## config.mk

```make
export PLATFORM = sky130hd
export DESIGN_NAME = uart_core
export DESIGN_NICKNAME = d
export VERILOG_FILES = /design/src/logic/uart_pkg.sv /design/src/logic/uart_baud_gen.sv /design/src/logic/uart_rx.sv /design/src/logic/uart_tx.sv /design/src/logic/uart_rx_fifo.sv /design/src/logic/uart_core.sv
export SDC_FILE = /design/constraint.sdc
export NUM_CORES = 1
export LEC_CHECK = 0
export CORE_MARGIN = 3
export CORE_UTILIZATION = 60
export DETAILED_ROUTE_END_ITERATION = 10
export DONT_BUFFER_PORTS = 1
export GPL_ROUTABILITY_DRIVEN = 0
export GPL_TIMING_DRIVEN = 0
export PLACE_DENSITY = 0.76
export SLEW_MARGIN = 20
export SYNTH_ARGS = -nofsm -noshare
export SYNTH_HDL_FRONTEND = slang
export SYNTH_HIERARCHICAL = 1
export SYNTH_SLANG_ARGS = --single-unit
```

## constraint.sdc

```tcl
create_clock -name clk -period 3.5 [get_ports clk]
set_clock_uncertainty 0.15 [all_clocks]
set_input_delay 0.7 -clock clk [delete_from_list [all_inputs] [get_ports clk]]
set_output_delay 0.7 -clock clk [all_outputs]
set_load 0.01 [all_outputs]
```

## src/logic/uart_pkg.sv

```systemverilog
`default_nettype none

package uart_pkg;

    //////////////////////////////
    // timing

    localparam int CLKS_PER_TICK = 4;   // 50 MHz clocks per 16x tick
    localparam int OVERSAMPLE    = 16;  // ticks per bit
    localparam int HALF_BIT      = 8;   // start edge to mid start bit
    localparam int DATA_BITS     = 8;   // no parity, one stop

    //////////////////////////////
    // receive buffer

    localparam int FIFO_DEPTH    = 8;
    localparam int RTS_LEVEL     = 6;   // rts high at this fill and above

    //////////////////////////////
    // types

    typedef logic [DATA_BITS-1:0] byte_t;     // one data byte
    typedef logic [3:0]           tick_cnt_t; // ticks within a bit
    typedef logic [2:0]           bit_cnt_t;  // data bit index
    typedef logic [3:0]           fifo_cnt_t; // 0 .. FIFO_DEPTH

    typedef enum logic [1:0] {
        RX_IDLE,   // line high, waiting for falling edge
        RX_START,  // counting to mid start bit
        RX_DATA,   // sampling data bits
        RX_STOP    // waiting for mid stop bit
    } rx_state_t;

    typedef enum logic [1:0] {
        TX_IDLE,
        TX_START,
        TX_DATA,
        TX_STOP
    } tx_state_t;

endpackage

`default_nettype wire

```

## src/logic/uart_baud_gen.sv

```systemverilog
`timescale 1ns/100ps
`default_nettype none

// 16x oversampling tick shared by rx and tx
module uart_baud_gen (
    input  wire  clk,
    input  wire  rst,
    output logic os_tick   // one clock wide
);

    // divider wide enough for CLKS_PER_TICK - 1
    logic [$clog2(uart_pkg::CLKS_PER_TICK)-1:0] div_cnt;
    logic                                       div_wrap;

    // last clock of a tick period
    assign div_wrap = (int'(div_cnt) == uart_pkg::CLKS_PER_TICK - 1);

    //////////////////////////////
    // free-running divider

    always_ff @(posedge clk) begin
        if (rst) begin
            div_cnt <= '0;
            os_tick <= 1'b0;
        end else begin
            if (div_wrap) begin
                div_cnt <= '0;   // restart period
            end else begin
                div_cnt <= div_cnt + 1'b1;
            end
            // registered so tick is glitch free
            os_tick <= div_wrap;
        end
    end

    // both directions see the same tick
    // so their bit periods agree exactly
    // first tick comes CLKS_PER_TICK clocks after reset

endmodule

`default_nettype wire

```

## src/logic/uart_rx.sv

```systemverilog
`timescale 1ns/100ps
`default_nettype none

module uart_rx (
    input  wire             clk,
    input  wire             rst,
    input  wire             rxd,        // async serial line
    input  wire             os_tick,    // 16x bit rate
    output uart_pkg::byte_t rx_byte,    // held until next frame
    output logic            rx_wr,      // good frame strobe
    output logic            frame_err   // stop bit low strobe
);

    logic                rxd_meta;   // first sync stage
    logic                rxd_sync;   // safe to use
    uart_pkg::rx_state_t state;
    uart_pkg::tick_cnt_t tick_cnt;   // ticks into current bit
    uart_pkg::bit_cnt_t  bit_idx;    // data bit being sampled
    uart_pkg::byte_t     shift_reg;
    logic                tick_half;  // mid start bit reached
    logic                tick_last;  // full bit elapsed

    assign tick_half = os_tick &&
                       (tick_cnt == uart_pkg::tick_cnt_t'(uart_pkg::HALF_BIT - 1));
    assign tick_last = os_tick &&
                       (tick_cnt == uart_pkg::tick_cnt_t'(uart_pkg::OVERSAMPLE - 1));

    //////////////////////////////
    // input synchronizer

    always_ff @(posedge clk) begin
        if (rst) begin
            rxd_meta <= 1'b1;   // idle line is high
            rxd_sync <= 1'b1;
        end else begin
            rxd_meta <= rxd;
            rxd_sync <= rxd_meta;
        end
    end

    //////////////////////////////
    // frame state machine

    always_ff @(posedge clk) begin
        if (rst) begin
            state     <= uart_pkg::RX_IDLE;
            tick_cnt  <= '0;
            bit_idx   <= '0;
            rx_wr     <= 1'b0;
            frame_err <= 1'b0;
        end else begin
            // strobes default low
            rx_wr     <= 1'b0;
            frame_err <= 1'b0;
            case (state)
                uart_pkg::RX_IDLE: begin
                    tick_cnt <= '0;
                    if (!rxd_sync) begin
                        state <= uart_pkg::RX_START;   // possible start edge
                    end
                end
                uart_pkg::RX_START: begin
                    if (tick_half) begin
                        tick_cnt <= '0;   // later samples land mid-bit
                        bit_idx  <= '0;
                        if (rxd_sync) begin
                            // high again, just a glitch
                            state <= uart_pkg::RX_IDLE;
                        end else begin
                            state <= uart_pkg::RX_DATA;
                        end
                    end else if (os_tick) begin
                        tick_cnt <= tick_cnt + 1'b1;
                    end
                end
                uart_pkg::RX_DATA: begin
                    if (tick_last) begin
                        tick_cnt <= '0;
                        if (bit_idx == uart_pkg::bit_cnt_t'(uart_pkg::DATA_BITS - 1)) begin
                            state <= uart_pkg::RX_STOP;
                        end else begin
                            bit_idx <= bit_idx + 1'b1;
                        end
                    end else if (os_tick) begin
                        tick_cnt <= tick_cnt + 1'b1;
                    end
                end
                uart_pkg::RX_STOP: begin
                    if (tick_last) begin
                        // byte released only once stop bit is judged
                        rx_wr     <= rxd_sync;
                        frame_err <= !rxd_sync;
                        state     <= uart_pkg::RX_IDLE;
                    end else if (os_tick) begin
                        tick_cnt <= tick_cnt + 1'b1;
                    end
                end
                default: state <= uart_pkg::RX_IDLE;
            endcase
        end
    end

    //////////////////////////////
    // data shifter

    // lsb first, so shift in from the top
    always_ff @(posedge clk) begin
        if (state == uart_pkg::RX_DATA && tick_last) begin
            shift_reg <= {rxd_sync, shift_reg[uart_pkg::DATA_BITS-1:1]};
        end
    end

    // stable through the stop bit and the rx_wr strobe
    assign rx_byte = shift_reg;

endmodule

`default_nettype wire

```

## src/logic/uart_tx.sv

```systemverilog
`timescale 1ns/100ps
`default_nettype none

module uart_tx (
    input  wire             clk,
    input  wire             rst,
    input  wire             [uart_pkg::DATA_BITS-1:0] tx_data,
    input  wire             tx_start,   // ignored while busy
    input  wire             os_tick,
    output logic            txd,        // registered serial out
    output logic            tx_busy
);

    uart_pkg::tx_state_t state;
    uart_pkg::tick_cnt_t tick_cnt;
    uart_pkg::bit_cnt_t  bit_idx;
    uart_pkg::byte_t     shift_reg;   // bit 0 is next to send
    logic                accept;
    logic                tick_last;

    assign accept    = (state == uart_pkg::TX_IDLE) && tx_start;
    assign tick_last = os_tick &&
                       (tick_cnt == uart_pkg::tick_cnt_t'(uart_pkg::OVERSAMPLE - 1));

    //////////////////////////////
    // shift-out state machine

    always_ff @(posedge clk) begin
        if (rst) begin
            state    <= uart_pkg::TX_IDLE;
            tick_cnt <= '0;
            bit_idx  <= '0;
            txd      <= 1'b1;   // line idles high
            tx_busy  <= 1'b0;
        end else begin
            if (os_tick) begin
                tick_cnt <= tick_cnt + 1'b1;   // wraps after 16
            end
            case (state)
                uart_pkg::TX_IDLE: begin
                    if (accept) begin
                        state    <= uart_pkg::TX_START;
                        tick_cnt <= '0;   // counted from next tick
                        txd      <= 1'b0; // start bit
                        tx_busy  <= 1'b1;
                    end
                end
                uart_pkg::TX_START: begin
                    if (tick_last) begin
                        state   <= uart_pkg::TX_DATA;
                        bit_idx <= '0;
                        txd     <= shift_reg[0];
                    end
                end
                uart_pkg::TX_DATA: begin
                    if (tick_last) begin
                        if (bit_idx == uart_pkg::bit_cnt_t'(uart_pkg::DATA_BITS - 1)) begin
                            state <= uart_pkg::TX_STOP;
                            txd   <= 1'b1;   // stop bit
                        end else begin
                            bit_idx <= bit_idx + 1'b1;
                            txd     <= shift_reg[1];   // next bit before the shift
                        end
                    end
                end
                uart_pkg::TX_STOP: begin
                    if (tick_last) begin
                        state   <= uart_pkg::TX_IDLE;
                        tx_busy <= 1'b0;   // frame done
                    end
                end
                default: state <= uart_pkg::TX_IDLE;
            endcase
        end
    end

    //////////////////////////////
    // byte latch

    always_ff @(posedge clk) begin
        if (accept) begin
            shift_reg <= tx_data;
        end else if (state == uart_pkg::TX_DATA && tick_last) begin
            shift_reg <= shift_reg >> 1;
        end
    end

endmodule

`default_nettype wire

```

## src/logic/uart_rx_fifo.sv

```systemverilog
`timescale 1ns/100ps
`default_nettype none

// show-ahead receive buffer
module uart_rx_fifo (
    input  wire             clk,
    input  wire             rst,
    input  wire             wr,         // from rx_wr
    input  wire             [uart_pkg::DATA_BITS-1:0] wr_data,
    input  wire             rd_en,      // pop head
    output uart_pkg::byte_t rd_data,    // head, valid with rd_valid
    output logic            rd_valid,
    output logic            overrun,    // write dropped, fifo full
    output logic            rts         // active low, low means room
);

    // depth is a power of two so pointers wrap by themselves
    uart_pkg::byte_t                          mem [uart_pkg::FIFO_DEPTH];
    logic [$clog2(uart_pkg::FIFO_DEPTH)-1:0]  wr_ptr;
    logic [$clog2(uart_pkg::FIFO_DEPTH)-1:0]  rd_ptr;
    uart_pkg::fifo_cnt_t                      fill_cnt;
    uart_pkg::fifo_cnt_t                      cnt_next;
    logic                                     full;
    logic                                     empty;
    logic                                     do_wr;
    logic                                     do_rd;

    assign full  = (fill_cnt == uart_pkg::fifo_cnt_t'(uart_pkg::FIFO_DEPTH));
    assign empty = (fill_cnt == '0);
    assign do_wr = wr && !full;
    assign do_rd = rd_en && !empty;   // pop on empty ignored

    always_comb begin
        case ({do_wr, do_rd})
            2'b10:   cnt_next = fill_cnt + 1'b1;
            2'b01:   cnt_next = fill_cnt - 1'b1;
            default: cnt_next = fill_cnt;   // none, or both at once
        endcase
    end

    //////////////////////////////
    // pointers, count, rts

    always_ff @(posedge clk) begin
        if (rst) begin
            wr_ptr   <= '0;
            rd_ptr   <= '0;
            fill_cnt <= '0;
            rts      <= 1'b0;   // ready after reset
        end else begin
            if (do_wr) wr_ptr <= wr_ptr + 1'b1;
            if (do_rd) rd_ptr <= rd_ptr + 1'b1;
            fill_cnt <= cnt_next;
            // from the next count so rts tracks fill_cnt exactly
            rts <= (cnt_next >= uart_pkg::fifo_cnt_t'(uart_pkg::RTS_LEVEL));
        end
    end

    // storage
    always_ff @(posedge clk) begin
        if (do_wr) begin
            mem[wr_ptr] <= wr_data;
        end
    end

    assign rd_data  = mem[rd_ptr];   // head, no read latency
    assign rd_valid = !empty;
    assign overrun  = wr && full;    // same cycle as the dropped byte

endmodule

`default_nettype wire

```

## src/logic/uart_core.sv

```systemverilog
`timescale 1ns/100ps
`default_nettype none

module uart_core (
    input  wire  clk,
    input  wire  rst,
    input  wire  rxd,        // serial in
    input  wire  [uart_pkg::DATA_BITS-1:0] tx_data,
    input  wire  tx_start,   // one byte per strobe
    input  wire  rd_en,      // pop receive head
    output wire  txd,        // serial out
    output wire  tx_busy,
    output wire  [uart_pkg::DATA_BITS-1:0] rd_data,
    output wire  rd_valid,
    output wire  frame_err,
    output wire  overrun,
    output wire  rts         // active low request to send
);

    logic            os_tick;   // shared 16x tick
    uart_pkg::byte_t rx_byte;   // rx to fifo
    logic            rx_wr;

    //////////////////////////////
    // tick source

    uart_baud_gen i_baud_gen (
        .clk     (clk),
        .rst     (rst),
        .os_tick (os_tick)
    );

    //////////////////////////////
    // receive path

    uart_rx i_rx (
        .clk       (clk),
        .rst       (rst),
        .rxd       (rxd),
        .os_tick   (os_tick),
        .rx_byte   (rx_byte),
        .rx_wr     (rx_wr),
        .frame_err (frame_err)
    );

    // fifo space replaces any rx ready input
    uart_rx_fifo i_fifo (
        .clk      (clk),
        .rst      (rst),
        .wr       (rx_wr),
        .wr_data  (rx_byte),
        .rd_en    (rd_en),
        .rd_data  (rd_data),
        .rd_valid (rd_valid),
        .overrun  (overrun),
        .rts      (rts)
    );

    //////////////////////////////
    // transmit path

    uart_tx i_tx (
        .clk      (clk),
        .rst      (rst),
        .tx_data  (tx_data),
        .tx_start (tx_start),
        .os_tick  (os_tick),
        .txd      (txd),
        .tx_busy  (tx_busy)
    );

endmodule

`default_nettype wire

```

==> reports/qor.csv, run 1 <==
metric;value;unit
num-fill-cells;546;
ir_worst_vdd;362;uV
nets;412;
io_pins;27;
cts_tree;done;
cp_cell_sequence;clkbuf_1 > buf_2 > mux4_1 > mux2_2;
drt_wl_total;8990;um
syn_nets;391;
min_period;3.03;ns
setup_ws;0.470;ns
post-cts-setup-buffer-count;0;
avgSynthCellArea;14.3;um^2
die_w;98.6;um
cts_made_buffers;17;
outcome;completed;
vias_per_cell;5.89;
final_antenna_net_count;0;
final_common_cell;edfxtp_1;
leakage;2.13;nW
tightest_slew;0.971;ns
overflow;0;
crit_slowest_cell;buf_2;
netlist_top_cells_area;edfxtp_1 47%, dfxtp_1 16%, mux4_1 7.7%, ha_1 4.4%, nand2_1 2.6%;
syn-cell-area;5140;um^2
max_stage_delay;0.35;ns
dp_hpwl;5750;um
synth_top_area_share;0.467;
fp-row-count;33;
rsz0062_at_grt;false;
worstPathRequired;2.65;ns
p_per_area;593;nW/um^2
synthDistinctLibCells;57;
clk_path_buf_depth;2;
drcViolationCount;0;
finalMaxSlewViolations;0;
grt_pass1_vias;2946;
wl_per_cell;18.0;um
crit_arrival;2.18;ns
maxCapViolCount;0;
die_y;98.6;um
track_usage;0.195;
clock_latency;0.50;ns
setup_viol;0;
critPathKind;register to output pin;
timing.final.crit_share;0.866;
cp-start-kind;register;
dpl_worst_slack;0.723;ns
clk_pin_slew;0.05;ns
grt_pass1_wl;14600;um
antenna_found_initial;0;
max_freq;330;MHz
core_area;8260;um^2
cts.sinks;121;
htree_levels;4;
drive_above_1_share;0.168;
tns;0;ns
critPathCaptureType;output pin;
hold_viol_final;0;
design.die.area;9720;um^2
synth_top_cell_by_area;edfxtp_1;
hp-class;primary input to register;
diodes;0;
io_buffers;0;
synth_edf_count;80;
worstPathMaxFanout;10;
vias;2940;
synthFlopType;edfxtp_1;
cts-hold-fix-buffers;0;
synth_seq_area_share;0.626;
synth_seq_cells;121;
initial_core_util;0.623;
largest_reg_flops;64;
ys.warnings.count;6;
dr.pass1.iters;4;
layout.area.seq;3220;um^2
multi_input_area;1840;um^2
relSlewSlack;0.350;
async_reset_ff_frac;0;
drt_iter0_markers;180;
area_growth;14.2;%
cts_resized;0;
cts-root-buf;clkbuf_8;
mostFrequentLayoutCells;80 x edfxtp_1, 41 x dfxtp_1, 35 x nand2_1, 21 x nor2_1, 18 x ha_1;
grt_max_degree;17;
syn_inst;360;
## Yosys cell counts, types with 2 or more instances
library cell and count:
inv_1 7, a21oi_1 11, clkbuf_1 7, or2_2 5
o21ai_0 8, a22o_1 2, nand2b_1 4, buf_2 3
dfxtp_1 41, a41oi_1 2, xor2_1 10, a211oi_1 2
nand3_1 10, mux2_2 8, nor2b_1 2, edfxtp_1 80
o21bai_1 2, nand4_1 4, o21a_1 2, mux4_1 15
and3b_1 2, o221ai_1 2, and3_1 2, and2_1 2
nor2_1 21, ha_1 18, nand2_1 35, nor3b_2 2
nor3_1 14, or4b_1 2, nor4_1 3, mux2i_1 7
## per-stage QoR
stage / utilization / instance area, um^2 / power (mW) / hold WS (ns) / std cells
floorplan: - / 5140 / 1.86 / 0.239 / 360
global placement: 0.639 / 5280 / 1.91 / 0.251 / 465
detailed placement: 0.644 / 5320 / 1.92 / 0.256 / 467
CTS: 0.711 / 5870 / 3.52 / 0.0872 / 499
global route: 0.711 / 5870 / 3.64 / 0.0762 / 499
finish: 0.711 / 5870 / 3.48 / 0.112 / 499
## final timing paths
check / startpoint / endpoint / slack (ns) / cells after the start
worst min register to register: i_rx/rxd_meta / i_rx/rxd_sync / 0.27 / 1
worst max-delay path: register / rd_data[5] / 0.47 / 4
worst min-delay path: rst / i_baud_gen/os_tick / 0.11 / 1
worst max register to register: i_fifo/fill_cnt[0] / i_fifo/rts / 0.70 / 10
## final cells by class
cell class | instances | share of cell area
timing repair buffer | 2 | 0.00256
tap | 105 | 0.0224
inverter | 7 | 0.00447
multi-input combinational | 218 | 0.314
clock inverter | 13 | 0.0219
buffer | 14 | 0.0143
sequential | 121 | 0.549
clock buffer | 19 | 0.0718
## report_power, final
group	total [mW]	switching, mW	internal (mW)	leakage, nW
clock	1.59	0.587	1.00	0.255
sequential	1.62	0.0358	1.58	1.06
combinational	0.271	0.157	0.114	0.818
total	3.48	0.780	2.70	2.13
## worst max-delay path: cells and delay by family, from the launching register on
| kind | cells | cell delay, ns |
|---|---|---|
| buf+inv | 2 | 0.69 |
| mux | 2 | 0.67 |
| flops | 1 | 0.32 |
## routing by layer
metal  global-route usage  wire length (um)
met5                    0                 0
met4               0.0473                80
met3               0.0694               516
met2                0.330              4550
met1                0.242              3850
## cell families after synthesis
family          count (synthesis)  synth area share
simple gates                  121             0.129
flops                         121             0.626
compound gates                 37            0.0486
mux                            31             0.112
buf+inv                        21            0.0214
fa+ha+maj                      18            0.0438
xor+xnor                       11            0.0187
Note: power is estimated with default switching activity, not from simulation.
==> inputs of run 2 (changes only) <==
- BUFFER_PORTS_ARGS: unset -> -buffer_cell sky130_fd_sc_hd__buf_4
- DONT_BUFFER_PORTS: 1 -> unset
- PLACE_DENSITY: 0.76 -> 0.78
==> run 2 against run 1 <==
Effect of this change:
- maximum frequency decreased by 1.3%
- core utilization increased by 2.5 points
- first-iteration DRC count decreased by 31%
- non-clock buffer count increased by 25
- via count increased by 2.0%
- power increased by 1.8%
- register-to-register slack got worse by 0.07 ns
- clock power about the same
- critical endpoint is now rd_data[4]
- largest cell class unchanged
- largest power group unchanged
- highest routed layer unchanged
==> reports/qor.csv, run 2 (same netlist as run 1, synthesis figures left out) <==
metric;value;unit
final_antenna_net_count;0;
critPathKind;register to output pin;
mostFrequentLayoutCells;80 x edfxtp_1, 41 x dfxtp_1, 35 x nand2_1, 27 x buf_4, 21 x nor2_1;
dr.pass1.iters;4;
nets;437;
clock_latency;0.50;ns
final_area;6080;um^2
power.total;3.55;mW
cp_cell_sequence;clkbuf_1 > buf_2 > mux4_1 > mux2_2 > buf_4;
wl_per_cell;17.3;um
r2r_start;i_fifo/fill_cnt[2];
initial_core_util;0.623;
dpl_worst_slack;0.682;ns
min_period;3.07;ns
grt_pass1_vias;3079;
max_stage_delay;0.36;ns
dp_hpwl;6020;um
cp-start-kind;register;
cts_tree;done;
post-place-cells;492;
setup_viol;0;
timing.final.crit_share;0.877;
fp-row-count;33;
grt_max_degree;17;
vias_per_cell;5.73;
reg2reg_slack;0.63;ns
leakage;2.26;nW
final_cells;524;
drt_wl_total;9090;um
largest_reg_flops;64;
use_met2;0.372;
io_pins;27;
io_buffers;26;
die_w;98.6;um
antenna_found_initial;0;
tightest_slew;0.905;ns
clk_path_buf_depth;2;
max_freq;326;MHz
rsz0062_at_grt;false;
track_usage;0.206;
drt_iter0_markers;125;
holdWs;0.238;ns
post-cts-setup-buffer-count;0;
outcome;completed;
worstPathMaxFanout;10;
grt-busiest-layer;met2;
crit_arrival;2.22;ns
hp-class;primary input to register;
die_y;98.6;um
ir_worst_vdd;427;uV
relSlewSlack;0.395;
p_per_area;584;nW/um^2
core_area;8260;um^2
setup_ws;0.431;ns
min_delay_path_depth;2;
tns;0;ns
finalMaxSlewViolations;0;
cts-hold-fix-buffers;0;
maxCapViolCount;0;
drive_above_1_share;0.224;
hold_start;rxd;
dpl_cell_area;5490;um^2
crit_slowest_cell;mux4_1;
hold_end;i_rx/rxd_meta;
overflow;0;
grt_use_met1;0.239;
area_growth;18.1;%
grt_pass1_wl;15500;um
cts.sinks;121;
htree_levels;4;
r2r_end;i_fifo/rts;
final_common_cell;edfxtp_1;
cts_made_buffers;17;
cts-root-buf;clkbuf_8;
vias;3000;
hold_viol_final;0;
rr_worst_depth;10;
clk_pin_slew;0.06;ns
critPathCaptureType;output pin;
met3_usage;0.0502;
diodes;0;
cts_resized;0;
worstPathRequired;2.65;ns
drcViolationCount;0;
design.die.area;9720;um^2
utilization;0.736;
-- run 2: worst max path at each step --
stage                       startpoint    endpoint  slack [ns]  cells after the start
finish                        register  rd_data[4]        0.43                      5
global route                  register  rd_data[4]        0.26                      5
CTS                           register  rd_data[4]        0.37                      5
detailed placement  i_fifo/fill_cnt[2]  i_fifo/rts        0.68                     10
global placement    i_fifo/fill_cnt[2]  i_fifo/rts        0.73                     10
floorplan           i_fifo/fill_cnt[2]  i_fifo/rts        0.89                     10
-- run 2: cell type report --
cell class	count	area (um^2)
tap	105	131
fill	530	2180
timing repair buffer	27	200
clock inverter	14	151
buffer	14	83.8
multi-input combinational	218	1840
inverter	7	26.3
sequential	121	3220
clock buffer	18	418
-- run 2: power by group --
group	total [mW]	switching [mW]	internal, mW
Combinational	0.308	0.176	0.132
Clock	1.62	0.608	1.01
Sequential	1.62	0.0314	1.58
Total	3.55	0.816	2.73
-- run 2: worst max-delay path, delay by kind of cell (launching register included) --
kind | cells | cell delay (ns)
DFF | 1 | 0.31
buffers and inverters | 3 | 0.75
muxes | 2 | 0.66
-- run 2: routing by layer --
metal  wire length, um  share of wire
met2              4920           0.54
met5                 0              0
met1              3790           0.42
met4                81         0.0089
met3               302          0.033
